[src/common/serial_consts.svh]
`ifndef SERIAL_CONSTS_SVH
`define SERIAL_CONSTS_SVH

// width of one data byte on the CDC byte streams.
`define BYTE_W 8

// counter bit that turns the pull-up on, 2^14 us at 1 MHz is about 16 ms.
`define ATTACH_LOG2_DEF 14

// counter bit that closes the attach window and switches the LED off.
`define DONE_LOG2_DEF 20

// width of the forwarded line feed counter.
`define LINE_CNT_W 16

`endif

[src/common/stream_pkg.sv]
`include "serial_consts.svh"

package stream_pkg;

   // raw byte as received from the host on the out stream.
   typedef struct packed {
      logic [`BYTE_W-1:0] data;
   } byte_beat_t;

   // byte after case folding, with its classification bits.
   typedef struct packed {
      logic [`BYTE_W-1:0] data;
      logic               is_letter; // set for A-Z and a-z before folding.
      logic               is_eol;    // set for line feed.
   } folded_beat_t;

endpackage

[src/common/attach_pkg.sv]
package attach_pkg;

   // attach progress as seen by the host link.
   typedef enum logic [1:0] {
      DETACHED  = 2'd0,
      ATTACHING = 2'd1,
      ATTACHED  = 2'd2
   } attach_state_e;

   typedef struct packed {
      attach_state_e state;
      logic          pu_en; // USB 1.5k pull-up enable.
      logic          led;   // status LED, on while attaching.
   } attach_status_t;

endpackage

[src/attach/attach_sequencer.sv]
`timescale 1ns/1ns

`include "serial_consts.svh"

module attach_sequencer #(
   parameter int ATTACH_LOG2 = `ATTACH_LOG2_DEF,
   parameter int DONE_LOG2   = `DONE_LOG2_DEF
) (
   input  logic                       clk_1mhz,
   input  logic                       lock,
   output logic                       rstn_o,
   output attach_pkg::attach_status_t status_o
);

   import attach_pkg::*;

   logic [1:0]         rstn_sync;
   logic [DONE_LOG2:0] up_cnt;
   logic               pu_q;
   logic               cnt_done;
   attach_state_e      state;

   // lock is released asynchronously by the PLL, so the release is
   // retimed through two flops before it reaches the rest of the design.
   always_ff @(posedge clk_1mhz or negedge lock) begin
      if (!lock) begin
         rstn_sync <= 2'b00;
      end else begin
         rstn_sync <= {1'b1, rstn_sync[1]};
      end
   end

   assign rstn_o = rstn_sync[0];

   assign cnt_done = up_cnt[DONE_LOG2];

   always_ff @(posedge clk_1mhz or negedge rstn_o) begin
      if (!rstn_o) begin
         up_cnt <= '0;
         pu_q   <= 1'b0;
      end else begin
         if (up_cnt[ATTACH_LOG2]) begin
            pu_q <= 1'b1; // attach must happen within 100 ms of power good.
         end
         if (!cnt_done) begin
            up_cnt <= up_cnt + 1'b1; // stops once the done bit is reached.
         end
      end
   end

   always_comb begin
      if (!pu_q) begin
         state = DETACHED;
      end else if (!cnt_done) begin
         state = ATTACHING;
      end else begin
         state = ATTACHED;
      end
   end

   assign status_o.state = state;
   assign status_o.pu_en = pu_q;
   assign status_o.led   = ~cnt_done;

endmodule

[src/design/stream_stage.sv]
`timescale 1ns/1ns

module stream_stage #(
   parameter type payload_t = logic [7:0]
) (
   input  logic     clk_1mhz,
   input  logic     rstn_i,
   input  payload_t beat_i,
   input  logic     valid_i,
   output logic     ready_o,
   output payload_t beat_o,
   output logic     valid_o,
   input  logic     ready_i
);

   payload_t beat_q;
   logic     valid_q;
   logic     load;

   // the register can take a new beat when it is empty or when its
   // current beat leaves on this same edge.
   assign ready_o = ready_i | ~valid_q;
   assign load    = valid_i & ready_o;

   always_ff @(posedge clk_1mhz or negedge rstn_i) begin
      if (!rstn_i) begin
         valid_q <= 1'b0;
      end else if (ready_o) begin
         valid_q <= valid_i; // drains to empty when nothing is offered.
      end
   end

   always_ff @(posedge clk_1mhz) begin
      if (load) begin
         beat_q <= beat_i;
      end
   end

   assign beat_o  = beat_q;
   assign valid_o = valid_q;

endmodule

[src/design/case_folder.sv]
`timescale 1ns/1ns

`include "serial_consts.svh"

module case_folder (
   input  logic                     clk_1mhz,
   input  logic                     rstn_i,
   input  stream_pkg::byte_beat_t   beat_i,
   input  logic                     valid_i,
   output logic                     ready_o,
   output stream_pkg::folded_beat_t beat_o,
   output logic                     valid_o,
   input  logic                     ready_i,
   output logic [`LINE_CNT_W-1:0]   line_count_o
);

   import stream_pkg::*;

   localparam logic [`BYTE_W-1:0] CHAR_UP_A   = 'h41;
   localparam logic [`BYTE_W-1:0] CHAR_UP_Z   = 'h5A;
   localparam logic [`BYTE_W-1:0] CHAR_LO_A   = 'h61;
   localparam logic [`BYTE_W-1:0] CHAR_LO_Z   = 'h7A;
   localparam logic [`BYTE_W-1:0] CHAR_LF     = 'h0A;
   localparam logic [`BYTE_W-1:0] CASE_OFFSET = 'h20;

   logic                   is_upper;
   logic                   is_lower;
   folded_beat_t           folded;
   logic [`LINE_CNT_W-1:0] line_cnt;

   assign is_upper = (beat_i.data >= CHAR_UP_A) && (beat_i.data <= CHAR_UP_Z);
   assign is_lower = (beat_i.data >= CHAR_LO_A) && (beat_i.data <= CHAR_LO_Z);

   // lower case letters sit 0x20 above their upper case partners.
   always_comb begin
      folded.data      = is_lower ? (beat_i.data - CASE_OFFSET) : beat_i.data;
      folded.is_letter = is_upper | is_lower;
      folded.is_eol    = (beat_i.data == CHAR_LF);
   end

   stream_stage #(
      .payload_t(folded_beat_t)
   ) u_fold_stage (
      .clk_1mhz(clk_1mhz),
      .rstn_i  (rstn_i),
      .beat_i  (folded),
      .valid_i (valid_i),
      .ready_o (ready_o),
      .beat_o  (beat_o),
      .valid_o (valid_o),
      .ready_i (ready_i)
   );

   // a line is counted when its line feed is actually handed to the host.
   always_ff @(posedge clk_1mhz or negedge rstn_i) begin
      if (!rstn_i) begin
         line_cnt <= '0;
      end else if (valid_o && ready_i && beat_o.is_eol) begin
         line_cnt <= line_cnt + 1'b1;
      end
   end

   assign line_count_o = line_cnt;

endmodule

[src/design/echo_top.sv]
`timescale 1ns/1ns

`include "serial_consts.svh"

module echo_top #(
   parameter int ATTACH_LOG2 = `ATTACH_LOG2_DEF,
   parameter int DONE_LOG2   = `DONE_LOG2_DEF
) (
   input  logic                     clk_1mhz,
   input  logic                     lock,
   input  stream_pkg::byte_beat_t   out_beat_i,
   input  logic                     out_valid_i,
   output logic                     out_ready_o,
   output stream_pkg::folded_beat_t in_beat_o,
   output logic                     in_valid_o,
   input  logic                     in_ready_i,
   output logic                     usb_pu_o,
   output logic                     led_o,
   output logic [`LINE_CNT_W-1:0]   line_count_o
);

   import stream_pkg::*;
   import attach_pkg::*;

   logic           rstn;
   attach_status_t attach_status;
   logic           rx_valid_in;
   logic           rx_ready_out;
   byte_beat_t     rx_beat;
   logic           rx_valid;
   logic           rx_ready;

   attach_sequencer #(
      .ATTACH_LOG2(ATTACH_LOG2),
      .DONE_LOG2  (DONE_LOG2)
   ) u_attach (
      .clk_1mhz(clk_1mhz),
      .lock    (lock),
      .rstn_o  (rstn),
      .status_o(attach_status)
   );

   // the host cannot send anything before the pull-up is on, so the
   // stream entry stays closed until then.
   assign rx_valid_in = out_valid_i & attach_status.pu_en;
   assign out_ready_o = rx_ready_out & attach_status.pu_en;

   stream_stage #(
      .payload_t(byte_beat_t)
   ) u_rx_stage (
      .clk_1mhz(clk_1mhz),
      .rstn_i  (rstn),
      .beat_i  (out_beat_i),
      .valid_i (rx_valid_in),
      .ready_o (rx_ready_out),
      .beat_o  (rx_beat),
      .valid_o (rx_valid),
      .ready_i (rx_ready)
   );

   case_folder u_case_folder (
      .clk_1mhz    (clk_1mhz),
      .rstn_i      (rstn),
      .beat_i      (rx_beat),
      .valid_i     (rx_valid),
      .ready_o     (rx_ready),
      .beat_o      (in_beat_o),
      .valid_o     (in_valid_o),
      .ready_i     (in_ready_i),
      .line_count_o(line_count_o)
   );

   assign usb_pu_o = (attach_status.state != DETACHED);
   assign led_o    = attach_status.led; // on during attach, off for good after.

endmodule

[config.mk]
export PLATFORM = sky130hd
export DESIGN_NAME = echo_top
export DESIGN_NICKNAME = d
export VERILOG_FILES = /design/src/common/stream_pkg.sv /design/src/common/attach_pkg.sv /design/src/attach/attach_sequencer.sv /design/src/design/stream_stage.sv /design/src/design/case_folder.sv /design/src/design/echo_top.sv
export VERILOG_INCLUDE_DIRS = /design/src /design/src/common
export SDC_FILE = /design/constraint.sdc
export NUM_CORES = 1
export LEC_CHECK = 0
export BUFFER_PORTS_ARGS = -buffer_cell sky130_fd_sc_hd__buf_2
export CAP_MARGIN = 20
export CORE_MARGIN = 4
export CORE_UTILIZATION = 55
export DETAILED_ROUTE_END_ITERATION = 7
export GPL_ROUTABILITY_DRIVEN = 0
export PLACE_DENSITY = 0.89
export SETUP_SLACK_MARGIN = 0.2
export SLEW_MARGIN = 25
export SYNTH_ARGS = -nofsm -noshare
export SYNTH_HDL_FRONTEND = slang
export SYNTH_SLANG_ARGS = --single-unit
[constraint.sdc]
create_clock -name clk_1mhz -period 1.95 [get_ports clk_1mhz]
set_clock_uncertainty 0.05 [all_clocks]
set_input_delay 0.585 -clock clk_1mhz [delete_from_list [all_inputs] [get_ports clk_1mhz]]
set_output_delay 0.585 -clock clk_1mhz [all_outputs]
set_load 0.1 [all_outputs]
* Yosys cells after proc, flatten, opt, wreduce, memory -nomap -nowiden
Cells that the tools add are included.
** Word-level totals
- Bits in read-only memories :: 0
- Memories kept :: 0
- Input bits :: 12
- Word-level logic and storage cells :: 38
- Register bits :: 60
- Output and inout port bits :: 30
- Latch bits :: 0
- Bits in writable memories :: 0
** Cells by class
- Reductions and logical operators :: 5
- Mux-type cells :: 4
- $lt $le $gt $ge :: 4
- Eq/ne operators :: 1
- $mul :: 0
- Bitwise operators :: 10
- Shift-type cells :: 0
- Add/sub/neg operators :: 3
- Div/mod/pow operators :: 0
** Operators with widths (number)
- adder 21 x 1 -> 21 bit, second input constant :: 1
- two-way mux 21 bit :: 1
- adder 16 x 1 -> 16 bit, second input constant :: 1
- greater-or-equal comparator 8 x 7 -> 1 bit, second input constant :: 2
- <= comparator 8 x 7 -> 1 bit, second input constant :: 2
- == test 8 x 4 -> 1 bit, second input constant :: 1
- two-way mux 8 bit :: 1
- subtractor 8 x 6 -> 8 bit, second input constant :: 1
- bitwise AND 1 bit :: 4
- logical AND 1 bit :: 4
- two-way mux 2 bit :: 2
- NOT 1 bit :: 3
- OR 1 bit :: 3
- nonzero test 2 bit :: 1

* Depth between registers and ports, before layout
Gate-level depths: netlist of run 1.
- Word-level depth :: 4
- Mapped depth :: 5
- Mapped depth without buffers :: 5

* Modules after synthesis
From an unflattened synthesis of run 1, not the netlist that was laid out.
** Second synthesis, totals
- Cells, all modules :: 200
- Area, all modules :: 2606.2 µm²
** Modules (own cells, without submodules)
- attach_sequencer :: area each 1093.5 µm², cells each 88, sequential area each 600.6 µm², times used 1
- case_folder :: area each 845.8 µm², cells each 83, sequential area each 400.4 µm², times used 1
- stream_stage (u_case_folder.u_fold_stage) :: area each 354.1 µm², cells each 14, sequential area each 325.3 µm², times used 1
- stream_stage (u_rx_stage) :: area each 294.0 µm², cells each 12, sequential area each 265.3 µm², times used 1
- echo_top :: area each 18.8 µm², cells each 3, sequential area each 0.0 µm², times used 1

* Worst setup path after synthesis of run 1
No wires, ideal clock.
- Path kind :: register to output
- Start :: register u_case_folder.u_fold_stage.valid_q (netlist: u_case_folder.u_fold_stage.valid_o)
- End :: output port out_ready_o
- Arrival time :: 1.795 ns
- Path buffers :: 0
- Data required time :: 1.315 ns
- Cell stages (with the launch flop) :: 3
- Path slack :: -0.480 ns
- Cell sequence :: dfrtp_1 -> nand3b_1 -> and2_1
** Between the ends
- Cells in the longest elaborated chain, start to end :: 4
** Ends and longest elaborated chain
- start, declared :: line stream_stage.sv:17 : logic valid_q;
- start signal, assigned :: line stream_stage.sv:29 : valid_q <= valid_i;
- NOT 1 bit :: line stream_stage.sv:22 : assign ready_o = ready_i | ~valid_q;
- OR 1 bit (2 in series) :: line stream_stage.sv:22
- bitwise AND 1 bit :: line echo_top.sv:46 : assign out_ready_o = rx_ready_out & attach_status.pu_en;
- end, declared :: line echo_top.sv:13 : output logic out_ready_o,
Every way passes these cells.

* Worst setup path in the final report of run 1
- Start :: input port in_ready_i
- End :: output port out_ready_o
** Between the ends
- Cells in the longest elaborated chain, start to end :: 3
** Ends and longest elaborated chain
- start, declared :: line echo_top.sv:16 : input logic in_ready_i,
- OR 1 bit (2 in series) :: line stream_stage.sv:22
- bitwise AND 1 bit :: line echo_top.sv:46
Every way passes these cells.

==> results.md, run 1 <==
* Startpoint Class: primary input
* H-tree depth at 3
* Share of cells above drive strength 1 at 31.25%
* Placed cell areas at roughly 2800 um2
* Fin area at around 3200 um2
* Synth top area share at 41.85%
* Register area share after synthesis at 63.38%
* GR Overflow Total at 0
* Core Region at between 4000 and 5000 um2
* Antenna violations before repair at 0
* Setup Crit Path Kind: in -> out
* Pin count of the biggest net entering global routing at 41
* Mapped Nets at 212
* Critical path data arrival time at around 1200 ps
* DP Cell Count at approximately 290
* Synth cell types at 35
* Number of global-route vias before repair at around 1700
* Final period utilization at a little over nine tenths
* Via count at about 1700
* Initial DRT Pass Iterations at 4
* Post-synth EDFFs at 18
* Via/cell ratio at between 5 and 6
* Crit path time final at 1873 ps
* Initial Utilization at 57.28%
* Metal3 WL at about 220 um
* Total CTS buffers at 9
* Status: finished, final reports clean
* CTS tree: built
* Max Freq at ~530 MHz
* Multi-input logic area at between 900 and 1000 um2
* First-pass GRT wire length at 7762 um
* Antenna Nets Post-Route at 0
* Register area at between 1500 and 2000 um2
* Site Rows at 24
* Slew Viols, Final at 0
* Static leakage at roughly 1.5 nW
* Die area at 5711 um2
* Setup crit end kind: output port
* Clk Latency, worst-skew pair at ~330 ps
* Ys async rst share at between 70% and 80%
* Number of DRC markers in iteration 0 at approximately 120
* Diodes inserted at 0
* Final setup viols at 0
* Final HPWL DP at around 3300 um
* Top Layer Used: met4
* Port Buffers at 41
* PD cells at 807.7 nW/um2
* Post-Syn Area at between 2000 and 3000 um2
* #FFs+latches synth at 60
* CP required at between 1000 and 1500 ps
* Fill cell count at just under 300
* Syn avg cell area at around 13 um2
* RSZ-0062 raised after global routing: yes
* DR WL/cell at 15.54 um
* Top FF cell, synth: dfrtp_1
* Root Driver: clkbuf_8
* DRC Markers at 0
* Overall die width at between 70 and 80 um
* Post-Route WL at between 4000 and 5000 um
* Clock sinks at 60
* Peak supply drop at between 0.0006 and 0.0007 V
* Met1 WL at approximately 2000 um
* Vert. Die Dim at about 76 um
* Area leader, netlist: dfrtp_1
* Clk slew on worst S/H paths at ~60 ps
* Detail Route met2 WL at about 2500 um
* GRT Overall Usage at a little under a fifth
* Yosys Warn Count at 0
* Pin slew with the least headroom to its limit at slightly below 700 ps
* Hold Path Class: reg -> async
* Final Instance Count excl. Fillers at between 300 and 400
* Clk buf depth at 2
* MaxCap Viol Count at 0
* Crit path max fanout at 3
* Syn Inst Count at between 150 and 200
* NumNets Final at between 200 and 300
* Final Hold Viols at 0
* Synth top area cells: dfrtp_1, edfxtp_1, xnor2_1
* Relative slew slack at around 54%
* Syn-to-layout area delta at 25.71%
* Boundary Pins at 42
==> synth_stat cells, types with 2 or more instances <==
| master | number |
|---|---|
| dfrtp_1 | 42 |
| or3_1 | 4 |
| nor3_2 | 3 |
| nand3_1 | 9 |
| xnor2_1 | 21 |
| ha_1 | 4 |
| and2_1 | 2 |
| xor2_1 | 13 |
| nand3b_1 | 3 |
| edfxtp_1 | 18 |
| nor3_1 | 2 |
| mux2_2 | 2 |
| nor2_1 | 12 |
| nand4_1 | 10 |
| o21a_1 | 2 |
| and3_1 | 8 |
| nand2_1 | 19 |
| nand2b_1 | 2 |
| a21oi_1 | 2 |
| inv_1 | 3 |
==> repair_timing <==
item / in CTS / in global routing
gates resized for setup: 19 / 8
buffers inserted: 2 / 0
pin swaps: 2 / 0
setup endpoints to repair: 21 / 10
endpoints found under the hold margin: 2 / 0
hold buffers: 1 / 0
==> final cells by class <==
| type | count | area share [%] |
|---|---|---|
| clock buffers | 11 | 5.509 |
| clock inverters | 5 | 1.704 |
| inverters | 3 | 0.4756 |
| multi-input cells | 131 | 29.09 |
| flip-flops and latches | 60 | 50.65 |
| well taps | 52 | 2.061 |
| repair buffers | 46 | 10.50 |
==> per-layer routing <==
metal / vias to the layer above / GRT usage, %
met2: 45 / 31.64
met4: 0 / 9.320
met3: 10 / 3.958
met1: 829 / 22.28
li1: 797 / -
met5: - / 0
==> stage by stage <==
step | util [%] | setup slack, ps | total power, mW | hold slack, ps | setup TNS (ps)
global route | 72.00 | 34.93 | 2.634 | 297.7 | 0
CTS | 71.18 | 72.03 | 2.561 | 271.0 | 0
global placement | 64.38 | 24.89 | 1.352 | 259.4 | 0
finish | 72.00 | 76.57 | 2.550 | 246.0 | 0
detailed placement | 64.38 | 17.24 | 1.352 | 262.5 | 0
floorplan | - | -112.1 | 1.332 | 239.4 | -517.9
==> worst max-delay path: stages <==
cell      delay [ps]
buf_2            110
nand3b_1         200
and2_4           180
buf_12           160
==> path summary, 6_finish.rpt <==
kind,start,to,slack [ps],cells after the start
max in group asynchronous,u_attach.rstn_sync[0]$_DFF_PN0_,u_case_folder.line_count_o[3]$_DFFE_PN0P_,1230,1
worst min-delay path,u_attach.rstn_sync[0]$_DFF_PN0_,u_attach.up_cnt[18]$_DFFE_PN0N_,250,1
worst max-delay path,in_ready_i,out_ready_o,80,4
worst max register to register,u_rx_stage.beat_o[2]$_DFFE_PP_,u_case_folder.u_fold_stage.beat_o[1]$_DFFE_PP_,240,4
worst min register to register,u_attach.rstn_sync[0]$_DFF_PN0_,u_attach.up_cnt[18]$_DFFE_PN0N_,250,1
min in group clk_1mhz,u_attach.rstn_sync[1]$_DFF_PN0_,u_attach.rstn_sync[0]$_DFF_PN0_,310,0
==> sequential cells by signal, indices dropped and copies added (netlist names) <==
register                            count
u_attach.up_cnt                        21
u_case_folder.line_count_o             16
u_case_folder.u_fold_stage.beat_o      10
u_rx_stage.beat_o                       8
u_attach.rstn_sync                      2
u_attach.pu_q                           1
u_case_folder.u_fold_stage.valid_o      1
u_rx_stage.valid_o                      1
==> power by group <==
| part | total (mW) | internal (mW) | switching (mW) |
|---|---|---|---|
| sequential | 1.30 | 1.29 | 0.000518 |
| combinational | 0.0320 | 0.0118 | 0.0202 |
| clock | 1.22 | 0.741 | 0.481 |
| total | 2.55 | 2.05 | 0.502 |
==> cell families after synthesis <==
group	count (synthesis)	share of synthesized area, %
buffers and inverters	5	1.046
adders and majority gates	4	1.993
muxes	2	0.8968
DFF	60	63.38
and+or+nand+nor	84	19.08
xor gates and xnor gates	34	11.86
AOI/OAI and AO/OA	6	1.594
other	1	0.1493
==> layout by cell type, fill, tap and decap left out, types with 4 or more instances in the layout <==
master     n
buf_4     18
buf_2     21
dfrtp_1   36
nor2_1    12
nand4_1   10
nand3_1    9
xnor2_1   21
dfrtp_2    6
ha_1       4
clkbuf_8   9
nand2_1   19
edfxtp_1  18
and3_1     8
xor2_1    13
No activity file was read; power rests on OpenSTA's default activity.
==> inputs of run 2 (changes only) <==
--- a/config.mk
+++ b/config.mk
@@ -9,10 +9,11 @@
 export BUFFER_PORTS_ARGS = -buffer_cell sky130_fd_sc_hd__buf_2
 export CAP_MARGIN = 20
 export CORE_MARGIN = 4
-export CORE_UTILIZATION = 55
+export CORE_UTILIZATION = 59
 export DETAILED_ROUTE_END_ITERATION = 7
 export GPL_ROUTABILITY_DRIVEN = 0
-export PLACE_DENSITY = 0.89
+export MAX_ROUTING_LAYER = met4
+export PLACE_DENSITY = 0.94
 export SETUP_SLACK_MARGIN = 0.2
 export SLEW_MARGIN = 25
 export SYNTH_ARGS = -nofsm -noshare
==> run 2 against run 1 <==
Net effect:
- sequential power about the same
- largest cell class unchanged
- final cell count up 0.32%
- combinational power up 2%
- hold slack worse by 8.8 ps
==> results.md, run 2 (same netlist as run 1, synthesis figures left out) <==
* Overall die width at 73.24 um (-3.1%)
* Final Instance Count excl. Fillers at 309 (+0.32%)
* Hold Path Class: reg -> async
* Total CTS buffers at 9 (unchanged)
* Final Hold Viols at 0 (unchanged)
* NumNets Final at 270 (+1.1%)
* Crit path time final at 1879 ps (+5.742 ps)
* Total power at 2.347 mW (-8.0%)
* Number of DRC markers in iteration 0 at 93 (-21%)
* Most frequent cells in the layout: dfrtp_1, xnor2_1, buf_2
* CTS tree: built
* Final HPWL DP at 3180 um (-4.4%)
* Status: finished, final reports clean
* Port Buffers at 41 (unchanged)
* Number of global-route vias before repair at 1712 (+1.1%)
* Slew Viols, Final at 0 (unchanged)
* Hold_ws at 237.2 ps (-8.790 ps)
* Die area at 5364 um2 (-6.1%)
* Setup crit end kind: output port
* Critical path data arrival time at 1240 ps (about the same)
* DP Cell Count at 287 (-0.69%)
* Antenna Nets Post-Route at 0 (unchanged)
* DR WL/cell at 16.17 um (+4.0%)
* Crit path max fanout at 3 (unchanged)
* CP required at 1310 ps (about the same)
* MaxCap Viol Count at 0 (unchanged)
* Clk slew on worst S/H paths at 70 ps (about the same)
* Final period utilization at 96.37% (+0.29 points)
* Vert. Die Dim at 73.24 um (-3.1%)
* PD cells at 749.3 nW/um2 (-7.2%)
* Fin area at 3132 um2 (-0.79%)
* Share of cells above drive strength 1 at 30.50% (-0.75 points)
* Met3 usage at 5.923% (+2.0 points)
* RSZ-0062 raised after global routing: yes
* Routing usage on met1 at 25.60% (+3.3 points)
* Pin slew with the least headroom to its limit at 677.4 ps (-8.494 ps)
* Root Driver: clkbuf_8
* Post-Route WL at 4996 um (+4.4%)
* Max reg flops at 21 (unchanged)
* Peak supply drop at 0.0004813 V (-31%)
* Syn-to-layout area delta at 24.71%
* Relative slew slack at 54.75% (+0.57 points)
* Placed cell areas at 2820 um2 (about the same)
* GRT Overall Usage at 20.47% (+1.9 points)
* GR Util met2 at 30.88% (-0.76 points)
* Initial DRT Pass Iterations at 4 (unchanged)
* Pin count of the biggest net entering global routing at 41 (unchanged)
* H-tree depth at 3 (unchanged)
* Max Freq at 532.1 MHz (-0.31%)
* DRC Markers at 0 (unchanged)
* Most Used Layer, Global Route: met2
* Setup Crit Path Kind: reg -> out
* Worst path slowest cell: dfrtp_2
* Most flop-heavy register: u_attach.up_cnt
* Via/cell ratio at 5.563 (+1.9%)
* Crit-path cells: nand3b_1, and2_4, buf_12
* Max incr delay on CP at 420 ps (+220 ps)
* Site Rows at 23 (-4.2%)
* Clk Latency, worst-skew pair at 330 ps (about the same)
* Via count at 1719 (+2.3%)
* Clock sinks at 60 (unchanged)
* Antenna violations before repair at 0 (unchanged)
* Final setup viols at 0 (unchanged)
* Static leakage at 1.448 nW (-0.52%)
* Boundary Pins at 42 (unchanged)
* First-pass GRT wire length at 7900 um (+1.8%)
* Commonest non-fill, non-tap cell in the layout: dfrtp_1
* Core Region at 4058 um2 (-7.4%)
* Startpoint Class: register
* GR Overflow Total at 0 (unchanged)
* Clk buf depth at 2 (unchanged)
* Diodes inserted at 0 (unchanged)
* Initial Utilization at 61.89% (+4.6 points)
-- run 2: cell count changes in the layout (fill, tap and decap cells not counted) --
cell,delta
clkbuf_8,+3
clkbuf_4,+1
inv_4,-1
clkbuf_16,-2
or3_4,-2
bufinv_16,-1
buf_4,+1
clkinvlp_4,-1
buf_6,+2
clkbuf_1,+2
buf_2,-1
or3_1,+2
-- run 2: final cells by class --
type,instances,area [um2]
multi-input combinational,131,908.4
tap,50,62.56
clock inverter,2,10.01
sequential,60,1599
inverter,3,15.01
timing repair buffer,49,364.1
clock buffer,14,172.7
fill,235,925.9
-- run 2: metal layers --
metal	part of all wire (%)	up-vias
met1	42	855
met5	0	-
met3	5.4	14
li1	-	800
met4	2.4	0
met2	50	50
-- run 2: what timing repair did --
item	CTS	global route
pin swaps	2	1
buffers inserted	2	3
endpoints found under the setup margin	21	13
cloned	0	0
resized for setup	19	9
hold endpoints to repair	2	0
hold buffers	1	0
-- run 2: final timing paths --
| check | cells after the start | slack (ps) | end | from |
|---|---|---|---|---|
| worst max-delay path | 3 | 70 | out_ready_o | u_case_folder.u_fold_stage.valid_o$_DFFE_PN0P_ |
| worst min-delay path | 1 | 240 | u_attach.up_cnt[5]$_DFFE_PN0N_ | u_attach.rstn_sync[0]$_DFF_PN0_ |
| worst max register to register | 4 | 250 | u_case_folder.u_fold_stage.beat_o[1]$_DFFE_PP_ | u_rx_stage.beat_o[2]$_DFFE_PP_ |
| worst min register to register | 1 | 240 | u_attach.up_cnt[5]$_DFFE_PN0N_ | u_attach.rstn_sync[0]$_DFF_PN0_ |
| max in group asynchronous | 2 | 1220 | u_attach.rstn_sync[0]$_DFF_PN0_ | lock |
| min in group clk_1mhz | 0 | 300 | u_attach.rstn_sync[0]$_DFF_PN0_ | u_attach.rstn_sync[1]$_DFF_PN0_ |
-- run 2: critical path: cells and delay by family, from the launching register on --
family        cells  cell delay (ps)
buf+inv           1              160
flops             1              420
simple gates      2              320
-- run 2: report_power, final --
part / total, mW / switching, mW / leakage, nW / internal, mW
clock: 1.02 / 0.456 / 0.0965 / 0.562
combinational: 0.0326 / 0.0207 / 0.622 / 0.0119
sequential: 1.30 / 0.000423 / 0.729 / 1.30
total: 2.35 / 0.477 / 1.45 / 1.87
-- run 2: metrics by stage --
step                      setup WS [ps]  TNS (ps)  util [%]
after floorplan                  -112.1    -517.9         -
after global placement            24.04         0     69.50
after detailed placement          27.41         0     69.50
after CTS                         70.16         0     75.73
after global routing              10.73         0     77.18
final                             70.83         0     77.18
==> inputs of run 3 (changes only) <==
--- a/config.mk
+++ b/config.mk
@@ -6,6 +6,7 @@
 export SDC_FILE = /design/constraint.sdc
 export NUM_CORES = 1
 export LEC_CHECK = 0
+export ABC_CLOCK_PERIOD_IN_PS = 1950
 export BUFFER_PORTS_ARGS = -buffer_cell sky130_fd_sc_hd__buf_2
 export CAP_MARGIN = 20
 export CORE_MARGIN = 4
==> constraint.sdc (replaced) <==
create_clock -name clk_1mhz -period 1.95 [get_ports clk_1mhz]
set_clock_uncertainty 0.05 [all_clocks]
set_input_delay 0.195 -clock clk_1mhz [delete_from_list [all_inputs] [get_ports clk_1mhz]]
set_output_delay 0.195 -clock clk_1mhz [all_outputs]
set_load 0.1 [all_outputs]
==> run 3 against run 2 <==
Net effect:
- power decreased by 3.2%
- maximum frequency increased by 9.9%
- sequential power about the same
- clock power decreased by 9%
- critical path type is now reg -> reg
- largest cell class unchanged
- largest power group unchanged
==> results.md, run 3 (same netlist as run 1, synthesis figures left out) <==
* NumNets Final at 273 (+1.1%)
* First-pass GRT wire length at 8252 um (+4.5%)
* Fin area at 3058 um2 (-2.4%)
* DRC Markers at 0 (unchanged)
* CP required at 1960 ps (+650 ps)
* Worst r2r src: u_rx_stage.beat_o[4]$_DFFE_PP_
* Post-Route WL at 4876 um (-2.4%)
* Static leakage at 1.421 nW (-1.9%)
* Vert. Die Dim at 73.24 um (unchanged)
* Syn-to-layout area delta at 21.77%
* Antenna Nets Post-Route at 0 (unchanged)
* Peak supply drop at 0.0004987 V (+3.6%)
* Site Rows at 23 (unchanged)
* CP delay by family, top: simple AND/OR/NAND/NOR gates
* Startpoint Class: register
* Number of global-route vias before repair at 1764 (+3.0%)
* Utilization after layout at 75.36% (-1.8 points)
* Setup crit end kind: register
* Max incr delay on CP at 420 ps (about the same)
* Hold Path Class: in -> reg
* Commonest non-fill, non-tap cell in the layout: buf_2
* Share of cells above drive strength 1 at 27.86% (-2.6 points)
* Crit-path cells: or3_1, or3_4, nand3b_1, a211oi_1
* Boundary Pins at 42 (unchanged)
* Crit path time final at 1710 ps (-168.7 ps)
* Worst path slowest cell: or3_1
* CTS tree: built
* GRT Overall Usage at 21.50% (+1.0 points)
* Antenna violations before repair at 0 (unchanged)
* Setup Crit Path Kind: reg -> reg
* Slew Viols, Final at 0 (unchanged)
* Clk slew on worst S/H paths at 70 ps (about the same)
* WP buf/inv at 0 (-1)
* Setup WS pre-CTS at 232.1 ps (+204.7 ps)
* Crit path max fanout at 3 (unchanged)
* Pin count of the biggest net entering global routing at 41 (unchanged)
* Crit path from: u_rx_stage.beat_o[4]$_DFFE_PP_
* Overall die width at 73.24 um (unchanged)
* R2R Setup Slk at 240 ps (about the same)
* Final HPWL DP at 3347 um (+5.2%)
* Initial DRT Pass Iterations at 4 (unchanged)
* H-tree depth at 3 (unchanged)
* Max reg flops at 21 (unchanged)
* Die area at 5364 um2 (unchanged)
* Via count at 1709 (-0.58%)
* Diodes inserted at 0 (unchanged)
* Total CTS buffers at 9 (unchanged)
* DR WL/cell at 15.63 um (-3.3%)
* Clock sinks at 60 (unchanged)
* Via/cell ratio at 5.478 (-1.5%)
* Port Buffers at 41 (unchanged)
* Placed cell areas at 2790 um2 (-1.1%)
* Critical path data arrival time at 1720 ps (+480 ps)
* Initial Utilization at 61.89% (unchanged)
* GR Overflow Total at 0 (unchanged)
* Max Freq at 584.6 MHz (+9.9%)
* Most flop-heavy register: u_attach.up_cnt
* Final setup viols at 0 (unchanged)
* Root Driver: clkbuf_8
* PD cells at 743.2 nW/um2 (-0.81%)
* Hold_ws at 59.71 ps (-177.5 ps)
* Final Hold Viols at 0 (unchanged)
* Core Region at 4058 um2 (unchanged)
* Number of DRC markers in iteration 0 at 121 (+30%)
* Setup ws final at 239.5 ps (+168.7 ps)
* Status: finished, final reports clean
* Most frequent cells in the layout: buf_2, dfrtp_1, xnor2_1
* Fill cell count at 252 (+7.2%)
* MaxCap Viol Count at 0 (unchanged)
* Min-delay src: out_valid_i
* Clk buf depth at 2 (unchanged)
* RSZ-0062 raised after global routing: yes
* Clk Latency, worst-skew pair at 330 ps (about the same)
* Final period utilization at 87.72% (-8.7 points)
==> run 3: changes by cell type in the layout (fill, tap and decap cells not counted), sizes merged <==
cell | before | now
dlygate4sd3 | 1 | 9
buf | 46 | 42
clkbuf | 16 | 14
clkinv | 2 | 3
==> run 3: worst register-to-register path: stages (launching register included) <==
cell,delay (ps)
edfxtp_1,410
or3_1,420
or3_4,360
nand3b_1,130
a211oi_1,80
==> run 3: through the flow <==
stage | power [mW] | TNS (ps) | std cells
2_1_floorplan | 1.332 | -517.9 | 196
3_3_place_gp | 1.350 | 0 | 287
3_5_place_dp | 1.350 | 0 | 287
4_1_cts | 2.294 | 0 | 312
5_1_grt | 2.358 | 0 | 312
6_report | 2.273 | 0 | 312
==> run 3: path summary, 6_finish.rpt <==
| check | endpoint | depth (start not counted) |
|---|---|---|
| hold / removal | u_rx_stage.valid_o$_DFFE_PN0N_ | 3 |
| setup reg to reg | u_case_folder.u_fold_stage.beat_o[1]$_DFFE_PP_ | 4 |
| max in group asynchronous | u_case_folder.line_count_o[3]$_DFFE_PN0P_ | 1 |
| setup / recovery | u_case_folder.u_fold_stage.beat_o[1]$_DFFE_PP_ | 4 |
| hold reg to reg | u_attach.up_cnt[9]$_DFFE_PN0N_ | 1 |
| min in group asynchronous | u_attach.rstn_sync[0]$_DFF_PN0_ | 2 |
==> run 3: cell type report <==
| class | instances | area, um2 | share of cell area [%] |
|---|---|---|---|
| timing repair buffer | 52 | 312.8 | 10.23 |
| clock buffer | 13 | 148.9 | 4.869 |
| inverter | 3 | 15.01 | 0.4910 |
| sequential | 60 | 1598 | 52.25 |
| clock inverter | 3 | 15.01 | 0.4910 |
| tap | 50 | 62.56 | 2.046 |
| multi-input combinational | 131 | 905.9 | 29.62 |
==> run 3: power breakdown <==
| group | leakage (nW) | switching [mW] | internal, mW | total [mW] |
|---|---|---|---|---|
| Sequential | 0.731 | 0.000516 | 1.30 | 1.30 |
| Combinational | 0.603 | 0.0231 | 0.0211 | 0.0442 |
| Clock | 0.0872 | 0.442 | 0.490 | 0.932 |
==> run 3: routing by layer <==
metal,global-route usage (%),part of all wire [%],routed length (um)
met5,-,0,0
met2,33.47,49,2397
met1,25.66,43,2090
met4,9.631,2.4,116
met3,6.612,5.5,270
==> run 3: timing repair <==
action	in CTS	in global routing
endpoints found under the hold margin	10	0
setup endpoints to repair	0	5
setup buffers	0	0
hold buffers	9	0
gates resized for setup	0	3
